===== src/assembler_pkg.sv =====
// assembler package
// sizes shared by the channel-to-ring assembler: word width,
// channel and lane counts, pointer widths and the wide-word width

package assembler_pkg;

   // width of one narrow channel word
   localparam int WORD_W = 16;

   // number of narrow input channels
   localparam int NUM_IN = 4;

   // number of output lanes, one two-entry FIFO each
   localparam int NUM_OUT = 3;

   // index width for the input channels and the top-channel input
   localparam int IN_PTR_W = $clog2(NUM_IN);

   // index width for the lanes and the top-lane input
   localparam int OUT_PTR_W = $clog2(NUM_OUT);

   // assembled word, lane k sits at bits k*WORD_W upward
   localparam int WIDE_W = NUM_OUT * WORD_W;

endpackage


===== src/lane_two_fifo.sv =====
// lane two-entry FIFO
// two-slot storage with ready on the enqueue side and valid/yumi
// on the dequeue side, enqueue and dequeue may share a cycle

`timescale 1ns/1ps

module lane_two_fifo
   (
      input  logic                               clk_i,
      input  logic                               rst_n_i,

      // enqueue side
      input  logic                               v_i,
      input  logic [assembler_pkg::WORD_W-1:0]   data_i,
      output logic                               ready_o,

      // dequeue side
      output logic                               v_o,
      output logic [assembler_pkg::WORD_W-1:0]   data_o,
      input  logic                               yumi_i
   );

   // storage slots, payload only
   logic [assembler_pkg::WORD_W-1:0] mem_r [2];

   logic wptr_r;
   logic rptr_r;
   logic full_r;
   logic empty_r;

   logic enq;
   logic deq;

   // an enqueue is only taken while a slot is free
   assign enq = v_i & ~full_r;

   // the consumer only yumis a valid head
   assign deq = yumi_i & ~empty_r;

   assign ready_o = ~full_r;
   assign v_o     = ~empty_r;
   assign data_o  = mem_r[rptr_r];

   always_ff @(posedge clk_i)
   begin
      if (enq)
      begin
         mem_r[wptr_r] <= data_i;
      end
   end

   always_ff @(posedge clk_i or negedge rst_n_i)
   begin
      if (!rst_n_i)
      begin
         wptr_r  <= 1'b0;
         rptr_r  <= 1'b0;
         full_r  <= 1'b0;
         empty_r <= 1'b1;
      end
      else
      begin
         if (enq)
         begin
            wptr_r <= ~wptr_r;
         end
         if (deq)
         begin
            rptr_r <= ~rptr_r;
         end

         // occupancy only moves when exactly one side acts
         if (enq && !deq)
         begin
            empty_r <= 1'b0;
            // second word lands when the write pointer catches the read pointer
            full_r  <= (~wptr_r == rptr_r);
         end
         else if (deq && !enq)
         begin
            full_r  <= 1'b0;
            // last word leaves when the read pointer catches the write pointer
            empty_r <= (~rptr_r == wptr_r);
         end
      end
   end

endmodule


===== src/rr_channel_to_lane.sv =====
// round-robin channel to lane router
// takes words from the input channels in strict order and deals
// them in order into the lanes, one word per cycle

`timescale 1ns/1ps

module rr_channel_to_lane
   (
      input  logic                                  clk_i,
      input  logic                                  rst_n_i,

      // narrow input channels, valid/yumi
      input  logic [assembler_pkg::NUM_IN-1:0]      valid_i,
      input  logic [assembler_pkg::WORD_W-1:0]      data_i [assembler_pkg::NUM_IN],
      output logic [assembler_pkg::NUM_IN-1:0]      yumi_o,

      // highest active channel and lane, stable outside reset
      input  logic [assembler_pkg::IN_PTR_W-1:0]    in_top_channel_i,
      input  logic [assembler_pkg::OUT_PTR_W-1:0]   out_top_lane_i,

      // lane enqueue side, data bus shared by all lanes
      output logic [assembler_pkg::NUM_OUT-1:0]     lane_v_o,
      output logic [assembler_pkg::WORD_W-1:0]      lane_data_o,
      input  logic [assembler_pkg::NUM_OUT-1:0]     lane_ready_i
   );

   // channel currently owed a turn
   logic [assembler_pkg::IN_PTR_W-1:0]  in_ptr_r;
   logic [assembler_pkg::IN_PTR_W-1:0]  in_ptr_n;

   // lane that receives the next word
   logic [assembler_pkg::OUT_PTR_W-1:0] out_ptr_r;
   logic [assembler_pkg::OUT_PTR_W-1:0] out_ptr_n;

   logic                                sel_valid;
   logic                                sel_ready;
   logic                                xfer;

   // look up the pointed channel and the pointed lane
   always_comb
   begin
      sel_valid   = 1'b0;
      lane_data_o = '0;
      for (int i = 0; i < assembler_pkg::NUM_IN; i++)
      begin
         if (in_ptr_r == i[assembler_pkg::IN_PTR_W-1:0])
         begin
            sel_valid   = valid_i[i];
            lane_data_o = data_i[i];
         end
      end
   end

   always_comb
   begin
      sel_ready = 1'b0;
      for (int k = 0; k < assembler_pkg::NUM_OUT; k++)
      begin
         if (out_ptr_r == k[assembler_pkg::OUT_PTR_W-1:0])
         begin
            sel_ready = lane_ready_i[k];
         end
      end
   end

   // a word moves only when both ends are willing,
   // otherwise we wait on this channel rather than skip it
   assign xfer = sel_valid & sel_ready;

   // yumi goes to the pointed channel alone
   always_comb
   begin
      yumi_o = '0;
      for (int i = 0; i < assembler_pkg::NUM_IN; i++)
      begin
         if (in_ptr_r == i[assembler_pkg::IN_PTR_W-1:0])
         begin
            yumi_o[i] = xfer;
         end
      end
   end

   // enqueue goes to the pointed lane alone
   always_comb
   begin
      lane_v_o = '0;
      for (int k = 0; k < assembler_pkg::NUM_OUT; k++)
      begin
         if (out_ptr_r == k[assembler_pkg::OUT_PTR_W-1:0])
         begin
            lane_v_o[k] = xfer;
         end
      end
   end

   // advance both pointers on a transfer, wrapping at the top values
   always_comb
   begin
      in_ptr_n  = in_ptr_r;
      out_ptr_n = out_ptr_r;
      if (xfer)
      begin
         if (in_ptr_r >= in_top_channel_i)
         begin
            in_ptr_n = '0;
         end
         else
         begin
            in_ptr_n = in_ptr_r + 1'b1;
         end

         if (out_ptr_r >= out_top_lane_i)
         begin
            out_ptr_n = '0;
         end
         else
         begin
            out_ptr_n = out_ptr_r + 1'b1;
         end
      end
   end

   always_ff @(posedge clk_i or negedge rst_n_i)
   begin
      if (!rst_n_i)
      begin
         in_ptr_r  <= '0;
         out_ptr_r <= '0;
      end
      else
      begin
         in_ptr_r  <= in_ptr_n;
         out_ptr_r <= out_ptr_n;
      end
   end

endmodule


===== src/assembler_in.sv =====
// assembler in, channels to ring
// gates the channels with calibration, routes words round-robin into
// the lane FIFOs and offers one wide word once every active lane holds one

`timescale 1ns/1ps

module assembler_in
   (
      input  logic                                  clk_i,
      input  logic                                  rst_n_i,
      input  logic                                  calibration_done_i,

      // narrow input channels
      input  logic [assembler_pkg::NUM_IN-1:0]      valid_i,
      input  logic [assembler_pkg::WORD_W-1:0]      data_i [assembler_pkg::NUM_IN],
      output logic [assembler_pkg::NUM_IN-1:0]      yumi_o,

      // e.g. three active channels means in_top_channel_i = 2
      input  logic [assembler_pkg::IN_PTR_W-1:0]    in_top_channel_i,
      input  logic [assembler_pkg::OUT_PTR_W-1:0]   out_top_lane_i,

      // wide ring-side word
      output logic                                  valid_o,
      output logic [assembler_pkg::WIDE_W-1:0]      data_o,
      input  logic                                  yumi_i
   );

   logic [assembler_pkg::NUM_IN-1:0]  gated_valid;

   logic [assembler_pkg::NUM_OUT-1:0] lane_enq;
   logic [assembler_pkg::NUM_OUT-1:0] lane_ready;
   logic [assembler_pkg::NUM_OUT-1:0] lane_v;
   logic [assembler_pkg::NUM_OUT-1:0] lane_active;
   logic [assembler_pkg::WORD_W-1:0]  lane_wdata;
   logic [assembler_pkg::WORD_W-1:0]  lane_rdata [assembler_pkg::NUM_OUT];

   // nothing is accepted before calibration finishes
   assign gated_valid = valid_i & {assembler_pkg::NUM_IN{calibration_done_i}};

   rr_channel_to_lane router
   (
      .clk_i            (clk_i),
      .rst_n_i          (rst_n_i),
      .valid_i          (gated_valid),
      .data_i           (data_i),
      .yumi_o           (yumi_o),
      .in_top_channel_i (in_top_channel_i),
      .out_top_lane_i   (out_top_lane_i),
      .lane_v_o         (lane_enq),
      .lane_data_o      (lane_wdata),
      .lane_ready_i     (lane_ready)
   );

   // lanes up to and including the top lane take part
   always_comb
   begin
      for (int k = 0; k < assembler_pkg::NUM_OUT; k++)
      begin
         lane_active[k] = (k[assembler_pkg::OUT_PTR_W-1:0] <= out_top_lane_i);
      end
   end

   for (genvar k = 0; k < assembler_pkg::NUM_OUT; k++)
   begin : g_lane
      lane_two_fifo lane
      (
         .clk_i   (clk_i),
         .rst_n_i (rst_n_i),
         .v_i     (lane_enq[k]),
         .data_i  (lane_wdata),
         .ready_o (lane_ready[k]),
         .v_o     (lane_v[k]),
         .data_o  (lane_rdata[k]),
         // all active lanes leave together
         .yumi_i  (yumi_i & lane_active[k])
      );

      // inactive lanes read as zero in the wide word
      assign data_o[k*assembler_pkg::WORD_W +: assembler_pkg::WORD_W] =
         lane_rdata[k] & {assembler_pkg::WORD_W{lane_active[k]}};
   end

   // inactive lanes count as ready so only the active ones decide
   assign valid_o = (&(lane_v | ~lane_active)) & calibration_done_i;

endmodule


===== config.mk =====
export PLATFORM = sky130hd
export DESIGN_NAME = assembler_in
export DESIGN_NICKNAME = d
export VERILOG_FILES = /design/src/assembler_pkg.sv /design/src/lane_two_fifo.sv /design/src/rr_channel_to_lane.sv /design/src/assembler_in.sv
export SDC_FILE = /design/constraint.sdc
export NUM_CORES = 1
export LEC_CHECK = 0
export ABC_AREA = 1
export ABC_CLOCK_PERIOD_IN_PS = 7100
export BUFFER_PORTS_ARGS = -buffer_cell sky130_fd_sc_hd__buf_2
export CAP_MARGIN = 20
export CORE_MARGIN = 2
export CORE_UTILIZATION = 51
export DETAILED_ROUTE_END_ITERATION = 10
export GPL_ROUTABILITY_DRIVEN = 0
export PLACE_DENSITY = 0.79
export SETUP_SLACK_MARGIN = 0.2
export SYNTH_ARGS = -nofsm -noshare
export SYNTH_HDL_FRONTEND = slang
export SYNTH_SLANG_ARGS = --single-unit

===== constraint.sdc =====
create_clock -name clk_i -period 7.1 [get_ports clk_i]
set_input_delay 0.355 -clock clk_i [delete_from_list [all_inputs] [get_ports clk_i]]
set_output_delay 0.355 -clock clk_i [all_outputs]
set_load 0.005 [all_outputs]

* After elaboration in Yosys (flattened, before gate mapping)
Memories as Yosys holds them, arrays and structs flattened. Cells that the tools add are included.
Storage, ports and cells: flip-flop bits (word level) 16, latch bits 0, logic and storage cells 120, memories kept 3, memory bits (read-only) 0, RAM bits 96, output and inout port bits 53, bits of input ports 76
Operators by class: multiply operators 0, muxes and demuxes 38, divide/modulo/power cells 0, add/sub/neg operators 2, reduce and logical (&&, ||, !) cells 18, equal/unequal tests 11, shifts and indexed selects 0, magnitude comparators 5, bitwise gates (word level) 29
Memories:
- g_lane[0].lane.mem_r | words 2, bits a word 16, read ports 1, clocked after Yosys merged registers in 0, wr ports 1, RTL line lane_two_fifo.sv:24 | logic [assembler_pkg::WORD_W-1:0] mem_r [2];
- g_lane[1].lane.mem_r | words 2, bits a word 16, read ports 1, clocked after Yosys merged registers in 0, wr ports 1, RTL line lane_two_fifo.sv:24
- g_lane[2].lane.mem_r | words 2, bits a word 16, read ports 1, clocked after Yosys merged registers in 0, wr ports 1, RTL line lane_two_fifo.sv:24
Operators with widths (number):
- $mux 16 | 4
- $and 16x16->16 | 3
- $mux 1 | 32
- $not 1->1 | 12
- $and 1x1->1 | 11
- $eq 1x1->1 | 6
- $eq 2x2->1 const B | 3
- $logic_and 1x1->1 | 6
- $logic_not 1->1 | 6
- $reduce_bool 2->1 | 3
- $add 2x1->2 const B | 2
- $and 4x4->4 | 1
- $eq 2x1->1 const B | 2
- $ge 2x2->1 | 2
- $le 1x2->1 const A | 2
- $logic_not 2->1 | 2
- $mux 2 | 2
- $not 3->3 | 1
- $or 3x3->3 | 1
- $reduce_and 3->1 | 1
- $le 2x2->1 const A | 1

* Logic depth before layout (Yosys ltp)
depth after elaboration 12, mapped depth 14, depth with buffers taken out 13

* Hierarchy
From an unflattened synthesis, not the netlist that was laid out.
Second synthesis, totals: cells, all modules 620, area total of the unflattened synthesis 5714.2 µm²
Modules (own cells, without submodules):
- lane_two_fifo | instances 3, sequential area each 1062.3 µm², cells each 110, area an instance 1403.8 µm²
- rr_channel_to_lane | instances 1, sequential area each 100.1 µm², cells each 203, area an instance 1137.3 µm²
- assembler_in | instances 1, sequential area each 0.0 µm², cells each 87, area an instance 365.4 µm²

* Worst setup path after synthesis
No wires, ideal clock.
path type register to register, start point register router.in_ptr_r[0] (netlist name), end point memory g_lane[0].lane.mem_r[1][0] (netlist name), enable pin, cell stages (with the launch flop) 9, path buffers 1, arrival time 1895 ps, slack 4816 ps, data required time 6712 ps, clock period less this slack 2284 ps, library setup time 388 ps, cell sequence dfrtp_1 > inv_1 > ha_1 > buf_2 > inv_2 > nand2_2 > nand2_4 > nand3_1 > nor2_1
On the way: word-level cells in the longest chain between the ends 10, elaborated cells between the ends (all ways) 13, classes of those cells eq/ne (3); mux (7); bitwise (2); reduce/logical (1)
Ends and longest elaborated chain:
- from (decl) | RTL line rr_channel_to_lane.sv:28 | logic [assembler_pkg::IN_PTR_W-1:0] in_ptr_r;
- from (signal assigned) | RTL line rr_channel_to_lane.sv:132 | in_ptr_r <= in_ptr_n;
- $logic_not 2->1 | RTL line rr_channel_to_lane.sv:46 | if (in_ptr_r == i[assembler_pkg::IN_PTR_W-1:0])
- $mux 1 (3 in a row) | RTL line rr_channel_to_lane.sv:46
- $mux 1 * | RTL line rr_channel_to_lane.sv:46
- $and 1x1->1 * | RTL line rr_channel_to_lane.sv:68 | assign xfer = sel_valid & sel_ready;
- $mux 1 * | RTL line rr_channel_to_lane.sv:89 | if (out_ptr_r == k[assembler_pkg::OUT_PTR_W-1:0])
- $and 1x1->1 * | RTL line lane_two_fifo.sv:35 | assign enq = v_i & ~full_r;
- $mux 1 * | RTL line lane_two_fifo.sv:46 | if (enq)
- $mux 1 (not written as such) * | RTL line lane_two_fifo.sv:48 | mem_r[wptr_r] <= data_i;
- to (decl) | RTL line lane_two_fifo.sv:24
Every way passes the cells marked *; elsewhere a longest branch is shown, timed or not.

* Final worst setup path
start point register router.in_ptr_r[1] (netlist name), end point output port yumi_o[3] (netlist name)
On the way: word-level cells in the longest chain between the ends 7, elaborated cells between the ends (all ways) 10, classes of those cells eq/ne (3); mux (5); bitwise (1); reduce/logical (1)
Ends and longest elaborated chain:
- $logic_not 2->1 | RTL line rr_channel_to_lane.sv:46
- $mux 1 (4 in a row) | RTL line rr_channel_to_lane.sv:46
- $and 1x1->1 | RTL line rr_channel_to_lane.sv:68
- $mux 1 * | RTL line rr_channel_to_lane.sv:76 | if (in_ptr_r == i[assembler_pkg::IN_PTR_W-1:0])
- to (decl) | RTL line assembler_in.sv:16 | output logic [assembler_pkg::NUM_IN-1:0] yumi_o,
Marked as above.

==> results.py <==
metrics = {
    "worst_setup_path": {
        "critical-path-max-stage-delay_ns": 0.78,
        "crit_slowest_cell": "ha_1",
        "path_max_fanout": 34,
        "crit_type": "register to output pin",
        "critPathLaunchType": "register",
        "crit_chain": "inv_1 > ha_1 > nand2_1 > nand2_1 > nand2_2 > nand2_4 > nand2_2 > nor2_2 > buf_2",
        "crit_arrival_ns": 2.71,
        "worstSetupEndpointType": "output pin",
        "critPathRequiredTime_ns": 6.74,
    },
    "cells_and_area": {
        "drive_gt1_share_pct": 25.85,
        "postLayoutCoreUtil_pct": 62.30,
        "postLayoutCellArea_um2": 6146,
        "diodes": 0,
        "nets": 731,
        "final_cell_mix": "nand2_1 (155), buf_2 (128), edfxtp_1 (96)",
        "final_common_cell": "nand2_1",
        "fin_cells": 779,
        "syn_to_final_growth_pct": 17.32,
    },
    "drt": {
        "drc": 0,
        "wl_per_cell_um": 15.10,
        "finalWirelength_um": 11770,
        "drt_iter0_markers": 229,
        "routed-via-count": 4035,
        "ant_nets": 0,
        "drt-pass1-iter-count": 4,
        "viasPerCell": 5.180,
    },
    "power": {
        "clockPowerShare_pct": 33.0,
        "vdd_ir_drop_max_mv": 0.08579,
        "p_sw_uw": 250.9,
        "pwr-share-seq_pct": 61.7,
        "leakagePower_nw": 2.712,
        "total_power_mw": 1.157,
        "power.internal_uw": 905.7,
        "comb_power_share_pct": 5.3,
        "p_sw_share_pct": 21.69,
        "power_density_nw_per_um2": 188.2,
    },
    "global_route": {
        "grt_pass1_vias": 3831,
        "grt_max_degree": 35,
        "overflow": 0,
        "antenna_found_initial": 0,
        "track_usage_pct": 21.36,
        "grt_pass1_wl_um": 18450,
    },
    "min_path": {
        "hold_path_class": "input port to register",
    },
    "die": {
        "fp.dieW_um": 105.4,
        "die-height_um": 105.4,
        "initial_core_util_pct": 53.11,
        "fp-row-count": 36,
        "core-area_um2": 9864,
        "ios": 129,
        "die-area_um2": 11100,
    },
    "placed_design": {
        "numPortBuffers": 128,
        "postPlaceCellArea_um2": 5919,
        "place_hpwl_um": 8716,
        "placedCellCount": 760,
    },
    "timing": {
        "max_freq_mhz": 326.4,
        "worst_pin_slew_ns": 0.9387,
        "period_minus_slack_ns": 3.064,
        "maxSlewHeadroom_pct": 37.42,
        "finalSetupTns_ns": 0,
        "slew_violations": 0,
        "finalHoldViolations": 0,
        "setup_viol": 0,
        "fin_worst_skew_ns": 0.01060,
        "timing.final.crit_share_pct": 43.16,
        "rsz0062_at_grt": "no",
    },
    "synth": {
        "syn_area_per_cell_um2": 10.02,
        "seq_area_frac_synth_pct": 62.74,
        "ys_types": 29,
        "synth.area.top_cells": "edfxtp_1 (55%), nand2_1 (11%), dfrtp_1 (6.2%), a21oi_1 (4.8%), nor2_1 (4.2%)",
        "synth_top_cell_area_share_pct": 55.03,
        "netlist_area_um2": 5239,
        "yosys.area.top_type": "edfxtp_1",
        "synth.net_count": 613,
        "synth_cells": 523,
        "synth-seq-cells": 112,
        "ys_warn_count": 0,
    },
    "clock_tree": {
        "clockBufferDepth": 2,
        "cts-root-buf": "clkbuf_8",
        "htreeDepth": 3,
        "clk_pin_slew_ns": 0.10,
        "clock_sinks": 112,
        "clkLatencyLatePin_ns": 0.38,
        "cts_tree": "done",
        "cts_buffers": 9,
        "post_cts_resized": 0,
    },
    "flow_run": {
        "maxCapViolCount": 0,
    },
    "status": {
        "status": "completed",
    },
}
[path summary, 6_finish.rpt]
kind | from | endpoint | slack, ns | depth (start not counted)
max | router.in_ptr_r[1] | yumi_o[3] | 4.04 | 9
min | yumi_i | g_lane[0].lane.rptr_r | 0.30 | 3
max reg2reg | router.in_ptr_r[1] | g_lane[1].lane.mem_r[1][5] | 4.12 | 9
min reg2reg | g_lane[2].lane.full_r | g_lane[2].lane.full_r | 0.49 | 2
max in group asynchronous | rst_n_i | g_lane[1].lane.empty_r | 6.36 | 2
min in group asynchronous | rst_n_i | g_lane[1].lane.wptr_r | 0.43 | 2
[kinds of logic (layout without fill, tap and decap cells)]
logic type	after synthesis	after routing	synth area share [%]
buf+inv	61	184	5.207
simple gates	237	237	18.41
compound gates	93	93	9.291
fa+ha+maj	14	14	3.344
flops	112	112	62.74
xor+xnor	6	6	1.003
[per-stage QoR]
| step | hold WS, ns | setup WS (ns) |
|---|---|---|
| after floorplan | 0.05941 | 4.816 |
| after global placement | 0.2849 | 3.997 |
| after detailed placement | 0.2945 | 3.891 |
| after CTS | 0.2912 | 3.843 |
| after global routing | 0.3134 | 3.753 |
| final | 0.3013 | 4.036 |
[per-layer routing]
layer  part of all wire [%]  routed length (um)  global-route usage [%]  up-vias
li1                       -                   -                       -     1969
met1                     42                4957                   27.88     1852
met2                     48                5599                   34.70      192
met3                    7.5                 878                   3.711       22
met4                    2.8                 331                   10.29        0
met5                      0                   0                       0        -
[synthesized netlist by cell type, drive strengths merged]
cell type and instances:
nand2 161, edfxtp 96, nor2 63, a21oi 51
o21ai 41, inv 32, buf 20, ha 14
dfrtp 13, nand3 9, xor2 6, clkbuf 5
clkinv 4, dfstp 3, nand4 3, a211oi 1
nand3b 1
[timing repair]
item	CTS	global route
setup endpoints to repair	0	0
buffers inserted	0	0
hold buffers	1	0
endpoints found under the hold margin	13	0
[power groups by stage]
stage	combinational [mW]	sequential, mW	clock [mW]
2_1_floorplan	0.0220	0.728	0
3_3_place_gp	0.0585	0.728	0
3_5_place_dp	0.0600	0.728	0
4_1_cts	0.0607	0.713	0.387
5_1_grt	0.0677	0.714	0.414
6_report	0.0609	0.713	0.382
[layout make-up]
type | count | area (um2)
multi-input cells | 350 | 1679
flip-flops and latches | 112 | 3287
clock inverters | 7 | 77.57
repair buffers | 132 | 676.9
fillers | 808 | 3719
clock buffers | 9 | 123.9
inverters | 36 | 135.1
well taps | 133 | 166.4
[flip-flops by register name (all words and copies together), names as in the netlist]
signal,cells
router.in_ptr_r,2
g_lane.lane.rptr_r,3
g_lane.lane.full_r,3
router.out_ptr_r,2
g_lane.lane.wptr_r,3
g_lane.lane.empty_r,3
g_lane.lane.mem_r,96
[worst max-delay path: cells and delay by family, from the launching register on]
| family | cells | cell delay [ns] |
|---|---|---|
| simple gates | 6 | 0.85 |
| buf+inv | 2 | 0.25 |
| flops | 1 | 0.46 |
| fa+ha+maj | 1 | 0.78 |
No activity file was read; power rests on OpenSTA's default activity.
